===== src/include/cpe_consts.svh =====
`ifndef CPE_CONSTS_SVH
`define CPE_CONSTS_SVH

////////////////////////////////////////
// datapath
////////////////////////////////////////

// width of one half, re or im
`define DATA_WIDTH      16
// fixed point q1.14, product realigned by this
`define FRAC_BITS       14

////////////////////////////////////////
// storage
////////////////////////////////////////

// data block length = data memory depth
`define REG_NUM         8
`define REG_ADDR_WIDTH  3
// program length
`define INST_NUM        8
`define INST_ADDR_WIDTH 3
// op + src0 + src1 + dst + wb
`define INST_WIDTH      12

// issue to result, in cycles
`define PE_LATENCY      4

`endif


===== src/design/cpe_pkg.sv =====
`include "cpe_consts.svh"

package cpe_pkg;

    ////////////////////////////////////////
    // complex sample
    ////////////////////////////////////////

    // re in the upper half, im below
    typedef struct packed {
        logic signed [`DATA_WIDTH-1:0] re;
        logic signed [`DATA_WIDTH-1:0] im;
    } cplx_t;

    ////////////////////////////////////////
    // instruction word
    ////////////////////////////////////////

    // compact alu opcode
    typedef enum logic [1:0] {
        op_add = 2'd0,
        op_sub = 2'd1,
        op_mul = 2'd2,
        op_mov = 2'd3
    } alu_op_t;

    // msb first: op, src0, src1, dst, wb
    typedef struct packed {
        alu_op_t                    op;
        logic [`REG_ADDR_WIDTH-1:0] src0;
        logic [`REG_ADDR_WIDTH-1:0] src1;
        logic [`REG_ADDR_WIDTH-1:0] dst;
        logic                       wb;
    } inst_t;

endpackage


===== src/design/complex_alu.sv =====
`timescale 1ns/1ps
`include "cpe_consts.svh"

module complex_alu (
    input  logic             clk,
    input  logic             arst_n,
    input  cpe_pkg::alu_op_t op,
    input  cpe_pkg::cplx_t   din_1,
    input  cpe_pkg::cplx_t   din_2,
    output cpe_pkg::cplx_t   dout
);
    import cpe_pkg::*;

    // full product width of two halves
    localparam int PROD_W = 2 * `DATA_WIDTH;

    // stage one registers
    logic signed [PROD_W-1:0] rr_q;
    logic signed [PROD_W-1:0] ii_q;
    logic signed [PROD_W-1:0] ri_q;
    logic signed [PROD_W-1:0] ir_q;
    cplx_t                    sum_q;
    cplx_t                    diff_q;
    cplx_t                    pass_q;
    alu_op_t                  op_q;

    // stage two combine
    logic signed [PROD_W-1:0] mul_re_full;
    logic signed [PROD_W-1:0] mul_im_full;
    cplx_t                    res;

    ////////////////////////////////////////
    // stage one
    ////////////////////////////////////////

    always_ff @(posedge clk or negedge arst_n) begin
        if (!arst_n) begin
            rr_q   <= '0;
            ii_q   <= '0;
            ri_q   <= '0;
            ir_q   <= '0;
            sum_q  <= '0;
            diff_q <= '0;
            pass_q <= '0;
            op_q   <= op_add;
        end else begin
            // four partial products, sign extended first
            rr_q      <= PROD_W'(din_1.re) * PROD_W'(din_2.re);
            ii_q      <= PROD_W'(din_1.im) * PROD_W'(din_2.im);
            ri_q      <= PROD_W'(din_1.re) * PROD_W'(din_2.im);
            ir_q      <= PROD_W'(din_1.im) * PROD_W'(din_2.re);
            // per half, wraps at DATA_WIDTH
            sum_q.re  <= din_1.re + din_2.re;
            sum_q.im  <= din_1.im + din_2.im;
            diff_q.re <= din_1.re - din_2.re;
            diff_q.im <= din_1.im - din_2.im;
            pass_q    <= din_1;
            op_q      <= op;
        end
    end

    ////////////////////////////////////////
    // stage two
    ////////////////////////////////////////

    // realign the fraction, sign kept
    assign mul_re_full = (rr_q - ii_q) >>> `FRAC_BITS;
    assign mul_im_full = (ri_q + ir_q) >>> `FRAC_BITS;

    always_comb begin
        case (op_q)
            op_add: res = sum_q;
            op_sub: res = diff_q;
            op_mul: begin
                // low half only, wraps
                res.re = mul_re_full[`DATA_WIDTH-1:0];
                res.im = mul_im_full[`DATA_WIDTH-1:0];
            end
            // op_mov, src0 through
            default: res = pass_q;
        endcase
    end

    always_ff @(posedge clk or negedge arst_n) begin
        if (!arst_n) begin
            dout <= '0;
        end else begin
            dout <= res;
        end
    end

endmodule


===== src/design/data_mem.sv =====
`timescale 1ns/1ps
`include "cpe_consts.svh"

module data_mem (
    input  logic                       clk,
    input  logic                       arst_n,
    input  logic                       ld_en,
    input  logic [`REG_ADDR_WIDTH-1:0] ld_addr,
    input  cpe_pkg::cplx_t             ld_data,
    input  logic                       wb_en,
    input  logic [`REG_ADDR_WIDTH-1:0] wb_addr,
    input  cpe_pkg::cplx_t             wb_data,
    input  logic                       rden,
    input  logic [`REG_ADDR_WIDTH-1:0] raddr0,
    input  logic [`REG_ADDR_WIDTH-1:0] raddr1,
    output cpe_pkg::cplx_t             rdata0,
    output cpe_pkg::cplx_t             rdata1
);
    import cpe_pkg::*;

    cplx_t                      regs [`REG_NUM];
    logic                       we;
    logic [`REG_ADDR_WIDTH-1:0] waddr;
    cplx_t                      wdata;

    ////////////////////////////////////////
    // write port
    ////////////////////////////////////////

    // block load beats write-back
    assign we    = ld_en | wb_en;
    assign waddr = ld_en ? ld_addr : wb_addr;
    assign wdata = ld_en ? ld_data : wb_data;

    always_ff @(posedge clk or negedge arst_n) begin
        if (!arst_n) begin
            for (int i = 0; i < `REG_NUM; i++) begin
                regs[i] <= '0;
            end
        end else if (we) begin
            regs[waddr] <= wdata;
        end
    end

    ////////////////////////////////////////
    // read ports
    ////////////////////////////////////////

    // same-edge write not visible, old value read
    always_ff @(posedge clk or negedge arst_n) begin
        if (!arst_n) begin
            rdata0 <= '0;
            rdata1 <= '0;
        end else if (rden) begin
            rdata0 <= regs[raddr0];
            rdata1 <= regs[raddr1];
        end
    end

endmodule


===== src/design/inst_mem.sv =====
`timescale 1ns/1ps
`include "cpe_consts.svh"

module inst_mem (
    input  logic           clk,
    input  logic           arst_n,
    input  logic           inst_in_v,
    input  cpe_pkg::inst_t inst_in,
    input  logic           start,
    output logic           inst_out_v,
    output cpe_pkg::inst_t inst_out
);
    import cpe_pkg::*;

    // raw program words
    logic [`INST_WIDTH-1:0]      imem [`INST_NUM];
    logic [`INST_ADDR_WIDTH-1:0] ld_ptr;
    logic [`INST_ADDR_WIDTH-1:0] pc;
    logic                        running;
    logic                        issue;
    logic                        pc_last;

    // a start while running falls into running anyway
    assign issue   = running | start;
    assign pc_last = (pc == `INST_ADDR_WIDTH'(`INST_NUM - 1));

    ////////////////////////////////////////
    // program load
    ////////////////////////////////////////

    always_ff @(posedge clk) begin
        if (inst_in_v) begin
            imem[ld_ptr] <= inst_in;
        end
    end

    // sequential pointer, wraps after INST_NUM words
    always_ff @(posedge clk or negedge arst_n) begin
        if (!arst_n) begin
            ld_ptr <= '0;
        end else if (inst_in_v) begin
            if (ld_ptr == `INST_ADDR_WIDTH'(`INST_NUM - 1)) begin
                ld_ptr <= '0;
            end else begin
                ld_ptr <= ld_ptr + 1'b1;
            end
        end
    end

    ////////////////////////////////////////
    // program run
    ////////////////////////////////////////

    // one pass, one word per cycle, registered read
    always_ff @(posedge clk or negedge arst_n) begin
        if (!arst_n) begin
            running    <= 1'b0;
            pc         <= '0;
            inst_out_v <= 1'b0;
            inst_out   <= '0;
        end else begin
            inst_out_v <= issue;
            if (issue) begin
                inst_out <= inst_t'(imem[pc]);
                // back to entry 0 after the last word
                pc       <= pc_last ? '0 : pc + 1'b1;
                running  <= !pc_last;
            end
        end
    end

endmodule


===== src/design/pe.sv =====
`timescale 1ns/1ps
`include "cpe_consts.svh"

module pe (
    input  logic           clk,
    input  logic           arst_n,
    input  logic           din_v,
    input  cpe_pkg::cplx_t din_pe,
    input  logic           inst_in_v,
    input  cpe_pkg::inst_t inst_in,
    output logic           dout_v,
    output cpe_pkg::cplx_t dout_pe,
    output cpe_pkg::cplx_t dout_fwd
);
    import cpe_pkg::*;

    // block load
    logic [`REG_ADDR_WIDTH-1:0] ld_cnt;
    logic                       ld_wrap;
    logic                       start;

    // issue and control
    logic                       inst_out_v;
    inst_t                      inst_out;
    logic                       rden;
    logic [`REG_ADDR_WIDTH-1:0] raddr0;
    logic [`REG_ADDR_WIDTH-1:0] raddr1;
    alu_op_t                    op;
    logic                       wb_en;
    logic [`REG_ADDR_WIDTH-1:0] wb_addr;

    // read data into the alu
    cplx_t                      rdata0;
    cplx_t                      rdata1;

    ////////////////////////////////////////
    // load counter and forward
    ////////////////////////////////////////

    // last word of the block being accepted
    assign ld_wrap = din_v & (ld_cnt == `REG_ADDR_WIDTH'(`REG_NUM - 1));

    always_ff @(posedge clk or negedge arst_n) begin
        if (!arst_n) begin
            ld_cnt   <= '0;
            start    <= 1'b0;
            dout_fwd <= '0;
        end else begin
            // one-cycle pulse after the block completes
            start <= ld_wrap;
            if (din_v) begin
                ld_cnt <= ld_wrap ? '0 : ld_cnt + 1'b1;
            end
            // last word goes on to the next pe
            if (ld_wrap) begin
                dout_fwd <= din_pe;
            end
        end
    end

    ////////////////////////////////////////
    // instances
    ////////////////////////////////////////

    inst_mem u_inst_mem (
        .clk        (clk),
        .arst_n     (arst_n),
        .inst_in_v  (inst_in_v),
        .inst_in    (inst_in),
        .start      (start),
        .inst_out_v (inst_out_v),
        .inst_out   (inst_out)
    );

    pe_control u_pe_control (
        .clk        (clk),
        .arst_n     (arst_n),
        .inst_out_v (inst_out_v),
        .inst_out   (inst_out),
        .rden       (rden),
        .raddr0     (raddr0),
        .raddr1     (raddr1),
        .op         (op),
        .wb_en      (wb_en),
        .wb_addr    (wb_addr),
        .dout_v     (dout_v)
    );

    // load stream straight in, result back as write-back data
    data_mem u_data_mem (
        .clk     (clk),
        .arst_n  (arst_n),
        .ld_en   (din_v),
        .ld_addr (ld_cnt),
        .ld_data (din_pe),
        .wb_en   (wb_en),
        .wb_addr (wb_addr),
        .wb_data (dout_pe),
        .rden    (rden),
        .raddr0  (raddr0),
        .raddr1  (raddr1),
        .rdata0  (rdata0),
        .rdata1  (rdata1)
    );

    complex_alu u_complex_alu (
        .clk    (clk),
        .arst_n (arst_n),
        .op     (op),
        .din_1  (rdata0),
        .din_2  (rdata1),
        .dout   (dout_pe)
    );

endmodule


===== src/design/pe_control.sv =====
`timescale 1ns/1ps
`include "cpe_consts.svh"

module pe_control (
    input  logic                       clk,
    input  logic                       arst_n,
    input  logic                       inst_out_v,
    input  cpe_pkg::inst_t             inst_out,
    output logic                       rden,
    output logic [`REG_ADDR_WIDTH-1:0] raddr0,
    output logic [`REG_ADDR_WIDTH-1:0] raddr1,
    output cpe_pkg::alu_op_t           op,
    output logic                       wb_en,
    output logic [`REG_ADDR_WIDTH-1:0] wb_addr,
    output logic                       dout_v
);
    import cpe_pkg::*;

    // tag stage that meets rdata at the alu input
    localparam int RD_STAGE = 1;
    // tag stage that meets the alu result
    localparam int LAST     = `PE_LATENCY - 1;

    // decoded fields of the issued word
    alu_op_t                    dec_op;
    logic [`REG_ADDR_WIDTH-1:0] dec_dst;
    logic                       dec_wb;

    // tag pipeline, index k is k+1 cycles after issue
    logic [`PE_LATENCY-1:0]     vld_q;
    logic [`PE_LATENCY-1:0]     wb_q;
    alu_op_t                    op_q  [RD_STAGE+1];
    logic [`REG_ADDR_WIDTH-1:0] dst_q [`PE_LATENCY];

    assign dec_op  = inst_out.op;
    assign dec_dst = inst_out.dst;
    // write-back only for a real issue slot
    assign dec_wb  = inst_out_v & inst_out.wb;

    ////////////////////////////////////////
    // read request
    ////////////////////////////////////////

    always_ff @(posedge clk or negedge arst_n) begin
        if (!arst_n) begin
            raddr0 <= '0;
            raddr1 <= '0;
        end else if (inst_out_v) begin
            raddr0 <= inst_out.src0;
            raddr1 <= inst_out.src1;
        end
    end

    ////////////////////////////////////////
    // tag pipeline
    ////////////////////////////////////////

    // several instructions in flight, shifts every cycle
    always_ff @(posedge clk or negedge arst_n) begin
        if (!arst_n) begin
            vld_q <= '0;
            wb_q  <= '0;
            for (int i = 0; i <= RD_STAGE; i++) begin
                op_q[i] <= op_add;
            end
            for (int i = 0; i < `PE_LATENCY; i++) begin
                dst_q[i] <= '0;
            end
        end else begin
            vld_q    <= {vld_q[LAST-1:0], inst_out_v};
            wb_q     <= {wb_q[LAST-1:0], dec_wb};
            op_q[0]  <= dec_op;
            dst_q[0] <= dec_dst;
            for (int i = 1; i <= RD_STAGE; i++) begin
                op_q[i] <= op_q[i-1];
            end
            for (int i = 1; i < `PE_LATENCY; i++) begin
                dst_q[i] <= dst_q[i-1];
            end
        end
    end

    // read fires one cycle after issue
    assign rden    = vld_q[0];
    assign op      = op_q[RD_STAGE];
    assign dout_v  = vld_q[LAST];
    assign wb_en   = wb_q[LAST];
    assign wb_addr = dst_q[LAST];

endmodule


===== config.mk =====
export PLATFORM = sky130hd
export DESIGN_NAME = pe
export DESIGN_NICKNAME = d
export VERILOG_FILES = /design/src/design/cpe_pkg.sv /design/src/design/complex_alu.sv /design/src/design/data_mem.sv /design/src/design/inst_mem.sv /design/src/design/pe.sv /design/src/design/pe_control.sv
export VERILOG_INCLUDE_DIRS = /design/src /design/src/include
export SDC_FILE = /design/constraint.sdc
export NUM_CORES = 2
export LEC_CHECK = 0
export BUFFER_PORTS_ARGS = -buffer_cell sky130_fd_sc_hd__clkbuf_2
export CAP_MARGIN = 5
export CORE_UTILIZATION = 60
export DETAILED_ROUTE_END_ITERATION = 6
export GPL_ROUTABILITY_DRIVEN = 0
export MAX_ROUTING_LAYER = met4
export PLACE_DENSITY_LB_ADDON = 0.2
export SYNTH_ARGS = -nofsm -noshare
export SYNTH_HDL_FRONTEND = slang
export SYNTH_HIERARCHICAL = 1
export SYNTH_SLANG_ARGS = --single-unit
export TNS_END_PERCENT = 20

===== constraint.sdc =====
create_clock -name clk -period 7.4 [get_ports clk]
set_input_delay 0.37 -clock clk [delete_from_list [all_inputs] [get_ports clk]]
set_output_delay 0.37 -clock clk [all_outputs]
set_load 0.01 [all_outputs]

# == Word level (Yosys, flattened, before mapping) ==
# Memory sizes are Yosys's and may differ from the RTL's. A register that Yosys moved wholly into a read port is not among the register bits.
# Cells that the tools add are included.
# totals
reg_bits,644
ramBits,96
inputBits,48
out_inout_bits,65
wordCells,102
n_memories,1
# op_classes
add_sub_neg,9
mul,4
order_cmp,4
eq_ne,5
mux,17
bitwise,7
n_reduce_logical,4
# mem_list
name,depth,width,rd,rd_clocked_by_memory_dff,write_ports,line_no,rtl
u_inst_mem.imem,8,12,1,1,1,inst_mem.sv:16,logic [`INST_WIDTH-1:0] imem [`INST_NUM];
# op_table
op,n
$bwmux W256,1
$bmux W32 S3,2
$mux W32,6
$mul A16 B16 Y30,4
$demux W32 S3,1
$pmux W32 S3,1
$add A16 B16 Y16,2
$sub A16 B16 Y16,2
$add A30 B30 Y30,1
$sub A30 B30 Y30,1
$ge A4 B4 Y1 const B,3
$mux W3,4
$not A3 Y4,3
$add A3 B1 Y3 const B,3
$eq A3 B3 Y1 const B,3
$lt A4 B1 Y1 const B,1
$and A1 B1 Y1,2
$eq A2 B1 Y1 const B,1
$eq A2 B2 Y1 const B,1
$logic_not A1 Y1,2
$logic_not A2 Y1,1
$mux W1,2
$or A1 B1 Y1,2
$logic_and A1 B1 Y1,1

# == Longest topological paths before layout ==
# depth
depth_word,7
mapped_depth,25

# == Modules after synthesis ==
# Netlist, hierarchy kept.
# modules_own_cells
module,instances,cells_per_inst,area_each_um2,seq_area_each_um2
complex_alu,1,5229,49503.7,6206.0
data_mem,1,1324,17012.6,8007.7
inst_mem,1,256,4561.9,3383.2
pe,1,81,1483.9,900.9
pe_control,1,43,897.1,750.7

# == Worst setup path after synthesis ==
# Ideal clock, no wire load.
# synth_timing
path_kind,register to register
start,"reg, netlist name u_data_mem/rdata0[31]"
end,reg u_complex_alu.rr_q[27]
t_arrival_ps,6059
t_required_ps,7271
setup_slack_ps,1212
stages_incl_launch_ff,21
n_path_buf,2
cell_sequence,dfrtp_1 > clkbuf_1 > clkbuf_1 > nand2_1 > inv_1 > fa_1 > fa_1 > inv_1 > fa_1 > fa_1 > fa_1 > fa_1 > inv_1 > ha_1 > a21o_1 > a21o_1 > or3_1 > o21ai_0 > a21oi_2 > mux2i_1 > a2111o_1
# synth_via
elab_chain_len,1
# synth_lines
item,line_no,rtl
$mul A16 B16 Y30,complex_alu.sv:48,rr_q <= PROD_W'(din_1.re) * PROD_W'(din_2.re);
to (signal assigned),complex_alu.sv:48,
to (decl),complex_alu.sv:18,logic signed [PROD_W-1:0] rr_q;
# Every way passes these cells.
# A chain may end at the register's enable or synchronous reset.

# == Worst setup path in the final report ==
# layout_timing
start,"reg, netlist name u_data_mem/rdata0[4]"
end,reg u_complex_alu.ii_q[29]
# layout_via
elab_chain_len,1
# layout_lines
item,line_no,rtl
$mul A16 B16 Y30,complex_alu.sv:49,ii_q <= PROD_W'(din_1.im) * PROD_W'(din_2.im);
to (signal assigned),complex_alu.sv:49,
to (decl),complex_alu.sv:19,logic signed [PROD_W-1:0] ii_q;
# Every way passes these cells.

==> out/metrics.yaml <==
synth_common_cells: "1250 x inv_1, 996 x fa_1, 654 x dfrtp_1"
cts_tree: "built"
finalCritPeriodShare_pct: 97.1
die_height_um: 352
syn_area_mm2: 0.0735
design.core.area_mm2: 0.122
clk_root_buffer_cell: "clkbuf_16"
crit_arrival_ns: 7.72
synth_top_area_share_pct: 27.1
crit_type: "register to register"
die_x_um: 352
finalNetCount: 8462
ant_nets: 0
synthCells: 6933
max_freq_mhz: 139
final_cells: 8671
grt_pass1_wl_um: 315000
ys_async_sr_fraction_pct: 87.2
cp_cell_sequence: "buf_4 -> and2_1 -> fa_1 -> inv_1 -> fa_1 -> fa_1 -> fa_1 -> inv_1 -> fa_1 -> fa_1 -> ha_1 -> o21ai_0 -> nor2_1 -> a211oi_1 -> o311ai_2 -> nand2_1 -> o311ai_2 -> o31ai_1 -> xnor2_1"
critPathLaunchType: "register"
wl_per_cell_um: 23.0
hold-worst-slack_ns: 0.0257
fin_crit_ns: 7.18
syn_avg_cell_area_um2: 10.6
initial_core_util_pct: 60.4
clk_latency_ns: 0.67
synth_seq_cells: 750
cts_max_path_buffers: 3
tightest_slew_ns: 1.34
vias: 50984
outcome: "finished, final reports clean"
area_growth_pct: 7.42
grt_pass1_vias: 53566
wl_met2_um: 90900
rsz0062_at_grt: "no"
postRouteWirelength_um: 200000
drv_slew: 0
drive_gt1_share_pct: 11.9
drt_iter0_drc: 4901
cp.required_ns: 7.93
skew_ns: 0.0322
startpoint: "u_data_mem/rdata0[4]$_DFFE_PN0P_"
vias_per_cell: 5.88
yosysTopAreaCell: "fa_1"
cp-end-kind: "register"
drc: 0
ios: 113
post-dp-hpwl_um: 148000
cts_max_level: 3
hp-class: "input port to register"
synth_edf_count: 96
wl_met1_um: 82800
synth_flop_cell: "dfrtp_1"
cts-buffers-inserted: 82
setup_violations: 0
cp_max_fo: 25
cp_slowest_cell: "dfrtp_1"
postCtsSetupRepairBufs: 0
path_clk_slew_ns: 0.06
final_core_util_pct: 64.9
place_inst: 8481
setup_tns_ns: 0
slew-limit-headroom_pct: 10.9
top_layer_used: "met4"
rr_startpoint: "u_data_mem/rdata0[4]$_DFFE_PN0P_"
ys_seq_area_share_pct: 26.2
cap_violations: 0
grtUsageTotal_pct: 34.1
finalHoldViolCount: 0
worstHoldStart: "inst_in[7]"
yosysMostFrequentCell: "inv_1"
synth.distinct_cells: 95
worst_path_most_repeated_cell: "fa_1"
io_buffers: 112
wl_met3_um: 16800
dr.pass1.iters: 6
critPathMaxStageDelay_ns: 1.20
ys_warn_count: 6
num_rows: 128
antenna_found_initial: 17
cts.sinks: 750
overflow: 0
syn-num-nets: 8415
die-area_mm2: 0.124
synthTopCellsByArea: "fa_1 27%, dfrtp_1 22%, ha_1 7.5%"
grt_max_degree: 129
## flip-flops by register name, indices dropped and copies added (netlist names), 4 cells and up
signal	flops
u_data_mem/regs	256
u_inst_mem/imem	96
dout_fwd	32
u_complex_alu/diff_q	32
u_complex_alu/dout	32
u_complex_alu/pass_q	32
u_data_mem/rdata0	32
u_data_mem/rdata1	32
u_complex_alu/ii_q	30
u_complex_alu/ir_q	30
u_complex_alu/ri_q	30
u_complex_alu/rr_q	30
u_complex_alu/sum_q	30
u_inst_mem/inst_out	12
u_pe_control/dst_q	9
u_pe_control/vld_q	4
u_pe_control/wb_q	4
## cell families after synthesis
family / count (synthesis) / synth area share [%]
buffers and inverters: 1602 / 8.61
AND/OR/NAND/NOR: 1599 / 10.8
adder cells (fa/ha/maj): 1434 / 34.6
multiplexers: 610 / 9.69
flip-flops: 750 / 26.2
AO/OA/AOI/OAI: 712 / 7.39
XOR/XNOR: 226 / 2.69
## metal layers
metal	track usage (%)	vias up
li1	-	22151
met1	46.4	26343
met2	50.7	2108
met3	6.13	382
met4	14.3	0
met5	-	-
## stage by stage
stage | setup WS [ns] | cell area, um2
after CTS | 0.321 | 78900
after floorplan | 1.21 | 73500
after global placement | 0.557 | 75800
after detailed placement | 0.389 | 75800
after global routing | 0.0265 | 78900
final | 0.216 | 78900
## area by class of cell
cell class                      instances  area, um2
Clock buffer                          121       2400
Sequential cell                       750      19300
Tap cell                             1625       2030
Fill cell                            9468      42600
Multi-Input combinational cell       4581      47900
Inverter                             1256       4710
Antenna cell                            8       20.0
Timing Repair Buffer                  309       2300
Clock inverter                         21        273
## path summary, 6_finish.rpt
path,to,slack (ns),depth (start not counted)
min in group asynchronous,u_inst_mem/pc[0]$_DFFE_PN0P_,0.33,2
max reg2reg,u_complex_alu/ii_q[29]$_DFF_PN0_,0.22,19
max in group asynchronous,u_data_mem/regs[131]$_DFFE_PN0P_,5.30,4
min,u_inst_mem/imem[4][7]$_DFFE_PP_,0.03,1
max,u_complex_alu/ii_q[29]$_DFF_PN0_,0.22,19
min reg2reg,u_pe_control/wb_q[2]$_DFF_PN0_,0.35,0
## worst max-delay path, delay by kind of cell, from the launching register on
| family | cells | cell delay, ns |
|---|---|---|
| AO/OA/AOI/OAI | 5 | 1.34 |
| XOR/XNOR | 1 | 0.13 |
| adder cells (fa/ha/maj) | 7 | 3.13 |
| buffers and inverters | 3 | 0.51 |
| flip-flops | 1 | 1.20 |
| AND/OR/NAND/NOR | 3 | 0.74 |
## layout by cell type, fill, tap and decap left out, drive strengths merged, types with 14 or more instances in the layout
| master | instances |
|---|---|
| a211oi | 31 |
| o21a | 19 |
| clkbuf | 232 |
| nand2 | 534 |
| a22o | 15 |
| nand2b | 54 |
| clkinv | 20 |
| a31oi | 14 |
| mux2 | 363 |
| nor2 | 238 |
| o22ai | 17 |
| a22oi | 78 |
| dlygate4sd3 | 40 |
| o31ai | 31 |
| buf | 158 |
| dfrtp | 654 |
| xnor2 | 172 |
| mux4 | 25 |
| o21ai | 91 |
| ha | 438 |
| a41o | 64 |
| a21oi | 130 |
| nand3 | 104 |
| a211o | 73 |
| nor3 | 43 |
| fa | 996 |
| edfxtp | 96 |
| and3 | 18 |
| and2 | 406 |
| xor2 | 54 |
| inv | 1252 |
| mux2i | 222 |
| o21bai | 21 |
| nor2b | 150 |
| a21o | 51 |
## timing repair
action	in CTS	in global routing
hold endpoints to repair	178	0
hold buffers	40	0
resized for setup	0	0
Power is not shown: default switching activity piles up to over one toggle a cycle in this logic, so the estimate is an artifact.
